File: config.mk
export PLATFORM = sky130hd
export DESIGN_NAME = ooo_backend_top
export DESIGN_NICKNAME = d
export VERILOG_FILES = /design/src/logic/ooo_types_pkg.sv /design/src/logic/cb_write_if.sv /design/src/logic/fu_result_if.sv /design/src/logic/ooo_backend_top.sv /design/src/logic/ooo_completion_buffer.sv /design/src/logic/ooo_writeback_stage.sv /design/src/logic/ooo_mul_unit.sv /design/src/logic/ooo_alu_unit.sv /design/src/logic/ooo_issue_stage.sv
export VERILOG_INCLUDE_DIRS = /design/src /design/src/logic
export SDC_FILE = /design/constraint.sdc
export NUM_CORES = 2
export LEC_CHECK = 0
export ABC_AREA = 1
export BUFFER_PORTS_ARGS = -buffer_cell sky130_fd_sc_hd__buf_2
export CAP_MARGIN = 25
export CORE_ASPECT_RATIO = 0.9
export CORE_MARGIN = 3
export CORE_UTILIZATION = 40
export DETAILED_ROUTE_END_ITERATION = 8
export GPL_ROUTABILITY_DRIVEN = 0
export PLACE_DENSITY = 0.6
export SKIP_LAST_GASP = 1
export SLEW_MARGIN = 0
export SYNTH_ARGS = -nofsm -noshare
export SYNTH_HDL_FRONTEND = slang
export SYNTH_HIERARCHICAL = 1
export SYNTH_SLANG_ARGS = --single-unit
File: constraint.sdc
create_clock -name CLK -period 8.7 [get_ports CLK]
set_input_delay 0.435 -clock CLK [delete_from_list [all_inputs] [get_ports CLK]]
set_output_delay 0.435 -clock CLK [all_outputs]
set_load 0.005 [all_outputs]
File: src/logic/ooo_cfg.svh
// back end sizing
`ifndef OOO_CFG_SVH
`define OOO_CFG_SVH

// data and pc width
`define OOO_XLEN 32

// completion buffer entries and index width
`define OOO_CB_DEPTH 8
`define OOO_CB_IDX_W 3

// multiplier pipeline registers
`define OOO_MUL_STAGES 3

`endif
File: src/logic/ooo_types_pkg.sv
// back end shared types
`default_nettype none

`include "ooo_cfg.svh"

package ooo_types_pkg;

  // ops the back end executes
  typedef enum logic [2:0] {
    OP_ADD = 3'd0,
    OP_SUB = 3'd1,
    OP_XOR = 3'd2,
    OP_MUL = 3'd3, // only op routed to the multiplier
    OP_BEQ = 3'd4,
    OP_JAL = 3'd5
  } op_t;

  // meaning of an alu result at writeback
  typedef enum logic [1:0] {
    RES_REG    = 2'd0,
    RES_BRANCH = 2'd1,
    RES_JUMP   = 2'd2
  } res_kind_t;

  // decoded instruction, operands already read
  typedef struct packed {
    op_t                 op;
    logic [4:0]          rd;
    logic [`OOO_XLEN-1:0] pc;
    logic [`OOO_XLEN-1:0] src_a;
    logic [`OOO_XLEN-1:0] src_b;
    logic [`OOO_XLEN-1:0] imm; // branch / jump offset
    logic                pred_taken;
  } issue_t;

endpackage

`default_nettype wire

File: src/logic/cb_write_if.sv
// resolved writeback into completion buffer
`timescale 1ns/10ps
`default_nettype none

`include "ooo_cfg.svh"

interface cb_write_if;

  logic                     wen;
  logic [`OOO_CB_IDX_W-1:0] index;
  logic [4:0]               rd;
  logic                     reg_wen;   // rd gets written at retire
  logic [`OOO_XLEN-1:0]     data;
  logic                     exception; // misaligned target
  logic                     redirect;  // front end must refetch
  logic [`OOO_XLEN-1:0]     target;

  modport wb (output wen, index, rd, reg_wen, data, exception, redirect, target);
  modport cb (input wen, index, rd, reg_wen, data, exception, redirect, target);

endinterface

`default_nettype wire

File: src/logic/fu_result_if.sv
// execution unit result bus
`timescale 1ns/10ps
`default_nettype none

`include "ooo_cfg.svh"

// no ready, every consumer always takes it
interface fu_result_if;

  logic                     valid;
  logic [`OOO_CB_IDX_W-1:0] index; // completion buffer slot
  logic [4:0]               rd;
  logic [`OOO_XLEN-1:0]     wdata;
  logic [`OOO_XLEN-1:0]     pc;    // for exception data

  modport src (
    output valid, index, rd, wdata, pc
  );

  modport dst (
    input valid, index, rd, wdata, pc
  );

endinterface

`default_nettype wire

File: src/logic/ooo_backend_top.sv
// out-of-order back end top
`timescale 1ns/10ps
`default_nettype none

`include "ooo_cfg.svh"

module ooo_backend_top (
  input  logic                  CLK,
  input  logic                  nRST,
  // instruction in
  input  logic                  in_valid,
  output logic                  in_ready,
  input  ooo_types_pkg::op_t    in_op,
  input  logic [4:0]            in_rd,
  input  logic [`OOO_XLEN-1:0]  in_pc,
  input  logic [`OOO_XLEN-1:0]  in_src_a,
  input  logic [`OOO_XLEN-1:0]  in_src_b,
  input  logic [`OOO_XLEN-1:0]  in_imm,
  input  logic                  in_pred_taken,
  // retire out
  output logic                  ret_valid,
  input  logic                  ret_ready,
  output logic [4:0]            ret_rd,
  output logic                  ret_wen,
  output logic [`OOO_XLEN-1:0]  ret_data,
  output logic                  ret_exception,
  output logic                  ret_redirect,
  output logic [`OOO_XLEN-1:0]  ret_target
);

  import ooo_types_pkg::*;

  issue_t                   in_pkt;
  issue_t                   iss;
  logic                     alloc, alloc_ready;
  logic [`OOO_CB_IDX_W-1:0] tail_index, iss_index;
  logic                     alu_valid, mul_valid;
  res_kind_t                kind;
  logic                     taken, pred_taken;
  logic [`OOO_XLEN-1:0]     target;

  fu_result_if alu_res ();
  fu_result_if mul_res ();
  cb_write_if  cbw ();

  assign in_pkt = '{op: in_op, rd: in_rd, pc: in_pc, src_a: in_src_a, src_b: in_src_b,
                    imm: in_imm, pred_taken: in_pred_taken};

  ooo_issue_stage issue_i (.CLK, .nRST, .in_valid, .in_ready, .in(in_pkt), .alloc_ready,
                           .tail_index, .alloc, .alu_valid, .mul_valid, .iss, .iss_index);

  ooo_alu_unit alu_i (.CLK, .nRST, .valid(alu_valid), .iss, .iss_index, .res(alu_res.src),
                      .kind, .taken, .pred_taken, .target);

  ooo_mul_unit mul_i (.CLK, .nRST, .valid(mul_valid), .iss, .iss_index, .res(mul_res.src));

  ooo_writeback_stage wb_i (.res(alu_res.dst), .kind, .taken, .pred_taken, .target,
                            .cbw(cbw.wb));

  // multiplier bypasses writeback into port b
  ooo_completion_buffer cb_i (.CLK, .nRST, .alloc, .alloc_ready, .tail_index, .wa(cbw.cb),
                              .wb(mul_res.dst), .ret_valid, .ret_ready, .ret_rd, .ret_wen,
                              .ret_data, .ret_exception, .ret_redirect, .ret_target);

endmodule

`default_nettype wire

File: src/logic/ooo_completion_buffer.sv
// completion buffer with in-order retire
`timescale 1ns/10ps
`default_nettype none

`include "ooo_cfg.svh"

module ooo_completion_buffer (
  input  logic                     CLK,
  input  logic                     nRST,
  // allocation from issue
  input  logic                     alloc,
  output logic                     alloc_ready,
  output logic [`OOO_CB_IDX_W-1:0] tail_index,
  // write ports, a from writeback, b from multiplier
  cb_write_if.cb                   wa,
  fu_result_if.dst                 wb,
  // retire port
  output logic                     ret_valid,
  input  logic                     ret_ready,
  output logic [4:0]               ret_rd,
  output logic                     ret_wen,
  output logic [`OOO_XLEN-1:0]     ret_data,
  output logic                     ret_exception,
  output logic                     ret_redirect,
  output logic [`OOO_XLEN-1:0]     ret_target
);

  logic [`OOO_CB_IDX_W-1:0] head;
  logic [`OOO_CB_IDX_W-1:0] tail;
  logic [`OOO_CB_IDX_W:0]   count;  // one extra bit for full
  logic                     retire;

  // per-entry state
  logic [`OOO_CB_DEPTH-1:0] done;
  logic [`OOO_CB_DEPTH-1:0] reg_wen_q;
  logic [`OOO_CB_DEPTH-1:0] exc_q;
  logic [`OOO_CB_DEPTH-1:0] redir_q;
  logic [4:0]               rd_q     [`OOO_CB_DEPTH];
  logic [`OOO_XLEN-1:0]     data_q   [`OOO_CB_DEPTH];
  logic [`OOO_XLEN-1:0]     target_q [`OOO_CB_DEPTH];

  assign alloc_ready = (count != (`OOO_CB_IDX_W+1)'(`OOO_CB_DEPTH));
  assign tail_index  = tail;
  assign ret_valid   = done[head]; // freed slots have done clear
  assign retire      = ret_valid & ret_ready;

  // pointers wrap with the index width
  always_ff @(posedge CLK, negedge nRST) begin
    if (~nRST) begin
      head  <= '0;
      tail  <= '0;
      count <= '0;
    end else begin
      if (alloc)
        tail <= tail + 1'b1;
      if (retire)
        head <= head + 1'b1;
      case ({alloc, retire})
        2'b10:   count <= count + 1'b1;
        2'b01:   count <= count - 1'b1;
        default: ; // both or neither, no change
      endcase
    end
  end

  // completion flags, writes never hit the head being retired
  always_ff @(posedge CLK, negedge nRST) begin
    if (~nRST) begin
      done <= '0;
    end else begin
      if (wa.wen)
        done[wa.index] <= 1'b1;
      if (wb.valid)
        done[wb.index] <= 1'b1;
      if (retire)
        done[head] <= 1'b0; // slot free again
    end
  end

  always_ff @(posedge CLK) begin
    if (wa.wen) begin
      rd_q[wa.index]      <= wa.rd;
      reg_wen_q[wa.index] <= wa.reg_wen;
      data_q[wa.index]    <= wa.data;
      exc_q[wa.index]     <= wa.exception;
      redir_q[wa.index]   <= wa.redirect;
      target_q[wa.index]  <= wa.target;
    end
    // multiply results always write rd, never fault
    if (wb.valid) begin
      rd_q[wb.index]      <= wb.rd;
      reg_wen_q[wb.index] <= 1'b1;
      data_q[wb.index]    <= wb.wdata;
      exc_q[wb.index]     <= 1'b0;
      redir_q[wb.index]   <= 1'b0;
      target_q[wb.index]  <= wb.pc + (`OOO_XLEN)'(4); // fall-through, no redirect
    end
  end

  assign ret_rd        = rd_q[head];
  assign ret_wen       = reg_wen_q[head] & (rd_q[head] != 5'd0); // x0 not written
  assign ret_data      = data_q[head];
  assign ret_exception = exc_q[head];
  assign ret_redirect  = redir_q[head];
  assign ret_target    = target_q[head];

endmodule

`default_nettype wire

File: src/logic/ooo_writeback_stage.sv
// alu writeback and branch resolution
`timescale 1ns/10ps
`default_nettype none

`include "ooo_cfg.svh"

module ooo_writeback_stage (
  fu_result_if.dst                 res,
  input  ooo_types_pkg::res_kind_t kind,
  input  logic                     taken,
  input  logic                     pred_taken,
  input  logic [`OOO_XLEN-1:0]     target,
  cb_write_if.wb                   cbw
);

  import ooo_types_pkg::*;

  logic                 is_branch;
  logic                 is_jump;
  logic                 mispredict;
  logic                 misaligned;
  logic [`OOO_XLEN-1:0] pc_plus4; // fall-through pc

  assign is_branch = (kind == RES_BRANCH);
  assign is_jump   = (kind == RES_JUMP);
  assign pc_plus4  = res.pc + (`OOO_XLEN)'(4);

  // prediction vs. actual outcome
  assign mispredict = is_branch & (taken ^ pred_taken);

  // only a target we actually go to can fault
  assign misaligned = (is_jump | (is_branch & taken)) & (target[1:0] != 2'b00);

  assign cbw.wen       = res.valid;
  assign cbw.index     = res.index;
  assign cbw.rd        = res.rd;
  assign cbw.exception = misaligned;
  assign cbw.reg_wen   = ~is_branch & ~misaligned;   // branches never write rd
  assign cbw.data      = misaligned ? res.pc : res.wdata; // faulting pc reported as data
  assign cbw.redirect  = ~misaligned & (is_jump | mispredict);

  // not-taken branch resumes at pc+4
  assign cbw.target = (is_branch & ~taken) ? pc_plus4 : target;

endmodule

`default_nettype wire

File: src/logic/ooo_mul_unit.sv
// pipelined multiplier, low word
`timescale 1ns/10ps
`default_nettype none

`include "ooo_cfg.svh"

module ooo_mul_unit (
  input  logic                     CLK,
  input  logic                     nRST,
  input  logic                     valid,
  input  ooo_types_pkg::issue_t    iss,
  input  logic [`OOO_CB_IDX_W-1:0] iss_index,
  fu_result_if.src                 res
);

  // tag pipeline beside the product
  logic [`OOO_MUL_STAGES-1:0] vld;
  logic [`OOO_CB_IDX_W-1:0]   idx_q [`OOO_MUL_STAGES];
  logic [4:0]                 rd_q  [`OOO_MUL_STAGES];
  logic [`OOO_XLEN-1:0]       pc_q  [`OOO_MUL_STAGES];

  // product datapath, low word = ll + (cross << half)
  logic [`OOO_XLEN-1:0]   s1_ll;  // a_lo * b_lo
  logic [`OOO_XLEN/2-1:0] s1_x1;  // a_lo * b_hi, low half
  logic [`OOO_XLEN/2-1:0] s1_x2;  // a_hi * b_lo, low half
  logic [`OOO_XLEN-1:0]   s2_ll;
  logic [`OOO_XLEN/2-1:0] s2_x;   // summed cross terms
  logic [`OOO_XLEN-1:0]   s3_prod;

  always_ff @(posedge CLK, negedge nRST) begin
    if (~nRST)
      vld <= '0;
    else
      vld <= {vld[`OOO_MUL_STAGES-2:0], valid}; // one valid per stage
  end

  always_ff @(posedge CLK) begin
    idx_q[0] <= iss_index;
    rd_q[0]  <= iss.rd;
    pc_q[0]  <= iss.pc;
    for (int i = 1; i < `OOO_MUL_STAGES; i++) begin
      idx_q[i] <= idx_q[i-1];
      rd_q[i]  <= rd_q[i-1];
      pc_q[i]  <= pc_q[i-1];
    end
  end

  always_ff @(posedge CLK) begin
    // stage 1, partial products
    s1_ll   <= iss.src_a[`OOO_XLEN/2-1:0] * iss.src_b[`OOO_XLEN/2-1:0];
    s1_x1   <= (`OOO_XLEN/2)'(iss.src_a[`OOO_XLEN/2-1:0] * iss.src_b[`OOO_XLEN-1:`OOO_XLEN/2]);
    s1_x2   <= (`OOO_XLEN/2)'(iss.src_a[`OOO_XLEN-1:`OOO_XLEN/2] * iss.src_b[`OOO_XLEN/2-1:0]);
    // stage 2, fold cross terms
    s2_ll   <= s1_ll;
    s2_x    <= s1_x1 + s1_x2;
    // stage 3, final add
    s3_prod <= s2_ll + {s2_x, {(`OOO_XLEN/2){1'b0}}};
  end

  assign res.valid = vld[`OOO_MUL_STAGES-1];
  assign res.index = idx_q[`OOO_MUL_STAGES-1];
  assign res.rd    = rd_q[`OOO_MUL_STAGES-1];
  assign res.pc    = pc_q[`OOO_MUL_STAGES-1];
  assign res.wdata = s3_prod;

endmodule

`default_nettype wire

File: src/logic/ooo_alu_unit.sv
// single cycle alu
`timescale 1ns/10ps
`default_nettype none

`include "ooo_cfg.svh"

module ooo_alu_unit (
  input  logic                       CLK,
  input  logic                       nRST,
  input  logic                       valid,
  input  ooo_types_pkg::issue_t      iss,
  input  logic [`OOO_CB_IDX_W-1:0]   iss_index,
  fu_result_if.src                   res,
  // branch / jump side info for writeback
  output ooo_types_pkg::res_kind_t   kind,
  output logic                       taken,
  output logic                       pred_taken,
  output logic [`OOO_XLEN-1:0]       target
);

  import ooo_types_pkg::*;

  logic [`OOO_XLEN-1:0] result;
  logic [`OOO_XLEN-1:0] tgt;    // pc relative target
  res_kind_t            kind_c;
  logic                 taken_c;

  always_comb begin
    result = '0;      // branches write nothing
    kind_c = RES_REG;
    case (iss.op)
      OP_ADD: result = iss.src_a + iss.src_b;
      OP_SUB: result = iss.src_a - iss.src_b;
      OP_XOR: result = iss.src_a ^ iss.src_b;
      OP_BEQ: kind_c = RES_BRANCH;
      OP_JAL: begin
        result = iss.pc + (`OOO_XLEN)'(4); // link value
        kind_c = RES_JUMP;
      end
      default: ; // mul never dispatched here
    endcase
  end

  assign taken_c = (iss.op == OP_BEQ) & (iss.src_a == iss.src_b);
  assign tgt     = iss.pc + iss.imm;

  always_ff @(posedge CLK, negedge nRST) begin
    if (~nRST)
      res.valid <= 1'b0;
    else
      res.valid <= valid;
  end

  // result register
  always_ff @(posedge CLK) begin
    res.index  <= iss_index;
    res.rd     <= iss.rd;
    res.wdata  <= result;
    res.pc     <= iss.pc;
    kind       <= kind_c;
    taken      <= taken_c;
    pred_taken <= iss.pred_taken;
    target     <= tgt;
  end

endmodule

`default_nettype wire

File: src/logic/ooo_issue_stage.sv
// instruction issue and dispatch
`timescale 1ns/10ps
`default_nettype none

`include "ooo_cfg.svh"

module ooo_issue_stage (
  input  logic                     CLK,
  input  logic                     nRST,
  // decoded instruction in
  input  logic                     in_valid,
  output logic                     in_ready,
  input  ooo_types_pkg::issue_t    in,
  // buffer allocation
  input  logic                     alloc_ready,
  input  logic [`OOO_CB_IDX_W-1:0] tail_index,
  output logic                     alloc,
  // dispatch to units
  output logic                     alu_valid,
  output logic                     mul_valid,
  output ooo_types_pkg::issue_t    iss,
  output logic [`OOO_CB_IDX_W-1:0] iss_index
);

  import ooo_types_pkg::*;

  logic iss_full; // issue register holds an instruction

  // register drains every cycle, only a full buffer blocks
  assign in_ready = alloc_ready;
  assign alloc    = in_valid & in_ready;

  always_ff @(posedge CLK, negedge nRST) begin
    if (~nRST)
      iss_full <= 1'b0;
    else
      iss_full <= alloc;
  end

  // payload, tagged with the slot allocated this edge
  always_ff @(posedge CLK) begin
    if (alloc) begin
      iss       <= in;
      iss_index <= tail_index;
    end
  end

  // steer by opcode
  assign mul_valid = iss_full & (iss.op == OP_MUL);
  assign alu_valid = iss_full & (iss.op != OP_MUL);

endmodule

`default_nettype wire

Yosys cells after proc, flatten, opt, wreduce, memory -nomap -nowiden
Memories as Yosys holds them, arrays and structs flattened.
Cells that the tools add are included.
- bits in latches: 0
- memory bits (writable): 672
- word-level logic and storage cells: 140
- flip-flop bits (word level): 439
- memories: 6
- memory bits (read-only): 0
- output and inout port bits: 74
- equal/unequal tests: 12
- bitwise gates (word level): 27
- shift-type cells: 0
- add/subtract/negate cells: 12
- order comparisons: 6
- div/mod/pow operators: 0
- multiplexer cells: 35
- reduce and logical (&&, ||, !) cells: 7
- $mul: 3
- memories (name ; depth ; width ; read ports ; clocked after Yosys merged registers in ; wr ports ; line ; RTL):
    cb_i.data_q ; 8 ; 32 ; 1 ; 0 ; 2 ; ooo_completion_buffer.sv:39 ; logic [`OOO_XLEN-1:0] data_q [`OOO_CB_DEPTH];
    cb_i.target_q ; 8 ; 32 ; 1 ; 0 ; 2 ; ooo_completion_buffer.sv:40 ; logic [`OOO_XLEN-1:0] target_q [`OOO_CB_DEPTH];
    mul_i.pc_q ; 3 ; 32 ; 3 ; 0 ; 3 ; ooo_mul_unit.sv:20 ; logic [`OOO_XLEN-1:0] pc_q [`OOO_MUL_STAGES];
    cb_i.rd_q ; 8 ; 5 ; 1 ; 0 ; 2 ; ooo_completion_buffer.sv:38 ; logic [4:0] rd_q [`OOO_CB_DEPTH];
    mul_i.rd_q ; 3 ; 5 ; 3 ; 0 ; 3 ; ooo_mul_unit.sv:19 ; logic [4:0] rd_q [`OOO_MUL_STAGES];
    mul_i.idx_q ; 3 ; 3 ; 3 ; 0 ; 3 ; ooo_mul_unit.sv:18 ; logic [`OOO_CB_IDX_W-1:0] idx_q [`OOO_MUL_STAGES];
- operators by type and width (cell ; count):
    32-bit case mux with 4 select lines ; 1
    32-bit by 3-bit adder with 32-bit output (second input constant) ; 3
    32-bit adder ; 3
    8-bit two-way mux ; 9
    32-bit two-way mux ; 2
    32-bit equality test ; 1
    16-bit by 16-bit multiplier with 16-bit output ; 2
    16-bit by 16-bit multiplier with 32-bit output ; 1
    32-bit subtractor ; 1
    32-bit bitwise XOR ; 1
    8-bit bitwise AND ; 3
    8-bit bitwise mux ; 3
    8-bit OR ; 3
    16-bit adder ; 1
    8-bit NOT ; 2
    1-bit bitwise AND ; 12
    1-bit binary-select mux with 3-bit select ; 4
    3-bit by 4-bit < comparator with 1-bit output (second input constant) ; 3
    1-bit two-way mux ; 11
    1-bit demux with 3-bit select ; 3
    3-bit by 1-bit greater-or-equal comparator with 1-bit output (second input constant) ; 3
    4-bit case mux with 2 select lines ; 1
    3-bit by 1-bit adder with 3-bit output (second input constant) ; 2
    3-bit by 2-bit equality test with 1-bit output (second input constant) ; 2
    16 further kinds ; 25

Logic depth before layout (Yosys ltp)
- word-level depth: 10
- mapped depth: 29
- depth with buffers taken out: 27

Cells and area by module
Netlist, hierarchy kept.
- by module, submodules not included (module ; area each (µm²) ; cells each ; instances):
    ooo_completion_buffer ; 30294.1 ; 3406 ; 1
    ooo_mul_unit ; 24360.9 ; 2942 ; 1
    ooo_alu_unit ; 10623.9 ; 1821 ; 1
    ooo_issue_stage ; 4271.6 ; 149 ; 1
    ooo_writeback_stage ; 1747.9 ; 373 ; 1

Least setup slack after synthesis
Ideal clock, no wire load.
- kind: register to register
- start point: register, netlist name issue_i/iss[35]
- end point: register mul_i.s1_ll[28]
- path slack: 3.213 ns
- data arrival time: 5.367 ns
- period minus slack after synthesis: 5.487 ns
- library setup time: 0.121 ns
- cell stages (with the launch flop): 23
- path buffers: 2
- path through: edfxtp_1 > clkbuf_1 > buf_1 > nand2_1 > fa_1 > fa_1 > inv_1 > fa_1 > fa_1 > fa_1 > inv_1 > fa_1 > inv_1 > ha_1 > a21oi_1 > o21ai_1 > a21oi_1 > nand3_2 > nand2_1 > nand2_2 > nand2_1 > nand2_1 > xor2_1
- word-level cells in the longest chain between the ends: 1
- RTL lines (item ; line ; RTL):
    16-bit by 16-bit multiplier with 32-bit output ; ooo_mul_unit.sv:50 ; s1_ll <= iss.src_a[`OOO_XLEN/2-1:0] * iss.src_b[`OOO_XLEN/2-1:0];
    end signal, assigned ; ooo_mul_unit.sv:50 ;
    end, declared ; ooo_mul_unit.sv:23 ; logic [`OOO_XLEN-1:0] s1_ll;
Every way passes these cells.
A chain may end at the register's enable or synchronous reset.

Worst setup path after layout
- start point: register, netlist name issue_i/iss[72]
- end point: register mul_i.s1_ll[24]
- word-level cells in the longest chain between the ends: 1
- RTL lines (item ; line):
    16-bit by 16-bit multiplier with 32-bit output ; ooo_mul_unit.sv:50
Every way passes these cells.

==> qor.yml <==
grt_overflow_total: 0
synth_compound_area_share_pct: 10.2
drt_iter0_drc: 6471
total_leakage_power_nw: 37.5
nFillCells: 17200
post-route-cell-area_um2: 79600
setup-tns-final_ns: 0
clkSinkCount: 1111
cts_root_buffer: "clkbuf_16"
fin_skew_ns: 0.0557
ios: 215
syn_nets: 9525
total_power_w: 0.0353
min_period_ns: 5.91
die_w_um: 451
num_vias: 58700
drive_gt1_share_pct: 7.47
syn_avg_cell_area_um2: 8.20
synth_enable_flop_cells: 692
slew_headroom_pct: 23.8
antenna_found_initial: 6
yosysSeqAreaShare_pct: 41.1
via_per_inst: 5.21
grt_pass1_wl_um: 349000
hold_class: "in2reg"
setup_ws_ns: 2.79
synthXorXnorAreaFrac_pct: 2.00
cp_max_fo: 17
initial_core_util_pct: 40.4
synthDistinctLibCells: 59
synth_cells: 8691
synth_mux_area_share_pct: 0
wl_per_cell_um: 20.8
slew_violations: 0
die_h_um: 407
drt-total-wl_um: 234000
netlist_area_um2: 71300
grt_setup_unrepaired: "false"
cts.path.max_buffers: 3
hold_viol_final: 0
cts_htree_levels: 3
async_reset_ff_share_pct: 2.07
port_buffers: 214
synth-seq-cells: 1111
placed_area_um2: 74000
start_kind: "register"
grt_pass1_vias: 56200
dp_hpwl_um: 160000
synth_simple_gate_area_share_pct: 20.7
antenna_left: 0
cts_tree: "yes"
hold_ws_ns: 0.0570
fin_crit_sh_pct: 68.0
synth_warnings: 6
core_um2: 176000
synthAdderAreaFrac_pct: 15.9
synth_top_family_by_area: "simple AND/OR/NAND/NOR gates"
critical_path_required_ns: 9.34
path_class: "reg2reg"
grt_start_max_net_pins: 117
cap_violations: 0
fmax_ghz: 0.169
dp_slack_ns: 2.65
power_density_nw_per_um2: 444
tightestPinTransition_ns: 1.14
grt_usage_pct: 25.0
cts_buffers: 116
synthToLayoutAreaGrowth_pct: 11.6
cp-end-kind: "register"
cp.arrival_ns: 6.55
dr.pass1.iters: 6
status: "completed"
clk_latency_ns: 0.78
ys.flop_type: "edfxtp_1"
setup_viol: 0
drc_errors: 0
vdd_drop_max_mv: 1.09
die_area_um2: 183000
nets: 9619
cts_resized: 0
rows: 146
clk_pin_slew_ns: 0.07
-- worst paths after layout --
check	from	end	slack (ns)	depth (start not counted)
worst max-delay path	issue_i/iss[72]	mul_i/s1_ll[24]	2.79	18
worst min-delay path	in_imm[2]	issue_i/iss[3]	0.06	1
worst max register to register	issue_i/iss[72]	mul_i/s1_ll[24]	2.79	18
worst min register to register	mul_i/idx_q[0][4]	mul_i/idx_q[0][7]	0.32	0
max in group asynchronous	nRST	cb_i/head[0]	7.89	2
min in group asynchronous	nRST	cb_i/count[0]	0.24	2
-- cell usage in the layout (no fill, tap or decap), drive strengths merged, types with 219 or more instances in the layout --
master,instances
nand2,2559
inv,1309
o21ai,885
edfxtp,692
nor2,687
dfxtp,396
fa,359
ha,334
buf,304
nand3,278
a21oi,219
-- cells by family after synthesis --
group	count (synthesis)
and+or+nand+nor	3641
xor gates and xnor gates	150
AOI/OAI and AO/OA	1319
buffers and inverters	1777
DFF	1111
adders and majority gates	693
-- sequential cells by signal (all words and copies together), names as in the netlist, 32 cells and up --
| signal | cells |
|---|---|
| cb_i/data_q | 256 |
| cb_i/target_q | 256 |
| issue_i/iss | 137 |
| mul_i/pc_q | 96 |
| cb_i/rd_q | 40 |
| alu_i/res.pc | 32 |
| alu_i/res.wdata | 32 |
| alu_i/target | 32 |
| mul_i/res.wdata | 32 |
| mul_i/s1_ll | 32 |
| mul_i/s2_ll | 32 |
-- worst max-delay path, stage by stage (launching register included) --
cell and delay, ns:
edfxtp_1 0.69, buf_4 0.41, nand2_1 0.12, fa_1 0.55, inv_1 0.06, fa_1 0.56, fa_1 0.44, fa_1 0.46
fa_1 0.50, inv_1 0.05, fa_1 0.48, inv_1 0.05, ha_1 0.37, nand2_2 0.11, nor4_1 0.44, nand4_1 0.15
nand3_1 0.14, a21oi_1 0.10, xnor2_1 0.13
-- layer usage --
layer  GRT usage (%)  part of all wire (%)  vias to the layer above
met3            3.56                   8.4                      435
met1            34.0                    42                    28000
met5               0                 0.011                        -
li1                -                     -                    27700
met4            8.68                   3.5                        4
met2            41.1                    46                     2638
-- Yosys cell counts (4+ instances only) --
master	instances	area, um^2
dfrtp_1	23	576
inv_1	1282	4810
nand2_1	2519	9460
clkbuf_1	196	736
o22ai_1	9	56.3
o21ai_1	47	235
nor2_4	20	225
nand3b_1	31	233
nand4_1	25	156
buf_6	12	135
a21o_1	21	158
ha_1	334	4180
clkinv_1	9	33.8
o2111ai_1	68	596
clkbuf_2	9	45.0
buf_2	137	686
o211ai_1	21	158
edfxtp_1	692	20800
and2_1	4	25.0
inv_2	19	71.3
a21oi_1	216	1080
or2_1	5	31.3
nor4_1	6	37.5
nand2_2	38	238
o21ai_0	835	4180
o21a_1	69	518
xnor2_1	40	350
fa_1	359	7190
buf_1	42	158
nor2_1	635	2380
o31ai_1	4	30.0
xor2_4	5	138
nor3_2	9	90.1
nor2_2	31	194
buf_4	71	533
o21bai_1	14	105
dfxtp_1	396	7930
or2_2	7	43.8
xor2_1	103	902
nand3_2	7	70.1
nor3_1	25	125
nand3_1	270	1350
-- final cells by class --
cell class	count	area [um^2]	share of cell area, %
clock buffers	162	3460	4.35
clock inverters	60	648	0.815
diodes	1	2.50	0.00315
repair buffers	443	3290	4.14
multi-input cells	5803	35000	44.0
well taps	2368	2960	3.72
inverters	1310	4930	6.20
flip-flops and latches	1111	29300	36.8
-- power breakdown --
group	switching [W]	internal (W)
logic	0.0143	0.00785
registers	0.000660	0.00726
clock network	0.00227	0.00302
total	0.0172	0.0181
-- what timing repair did --
action                    in CTS  in global routing
hold buffers                 138                  0
hold endpoints to repair     170                  0
setup buffers                  0                  0
-- stage by stage --
step | utilization [%] | instances
floorplan | - | 8691
global placement | 41.8 | 10900
detailed placement | 41.9 | 10900
CTS | 45.0 | 11300
global route | 45.1 | 11300
finish | 45.1 | 11300
Power figures use the tool's default switching activity.
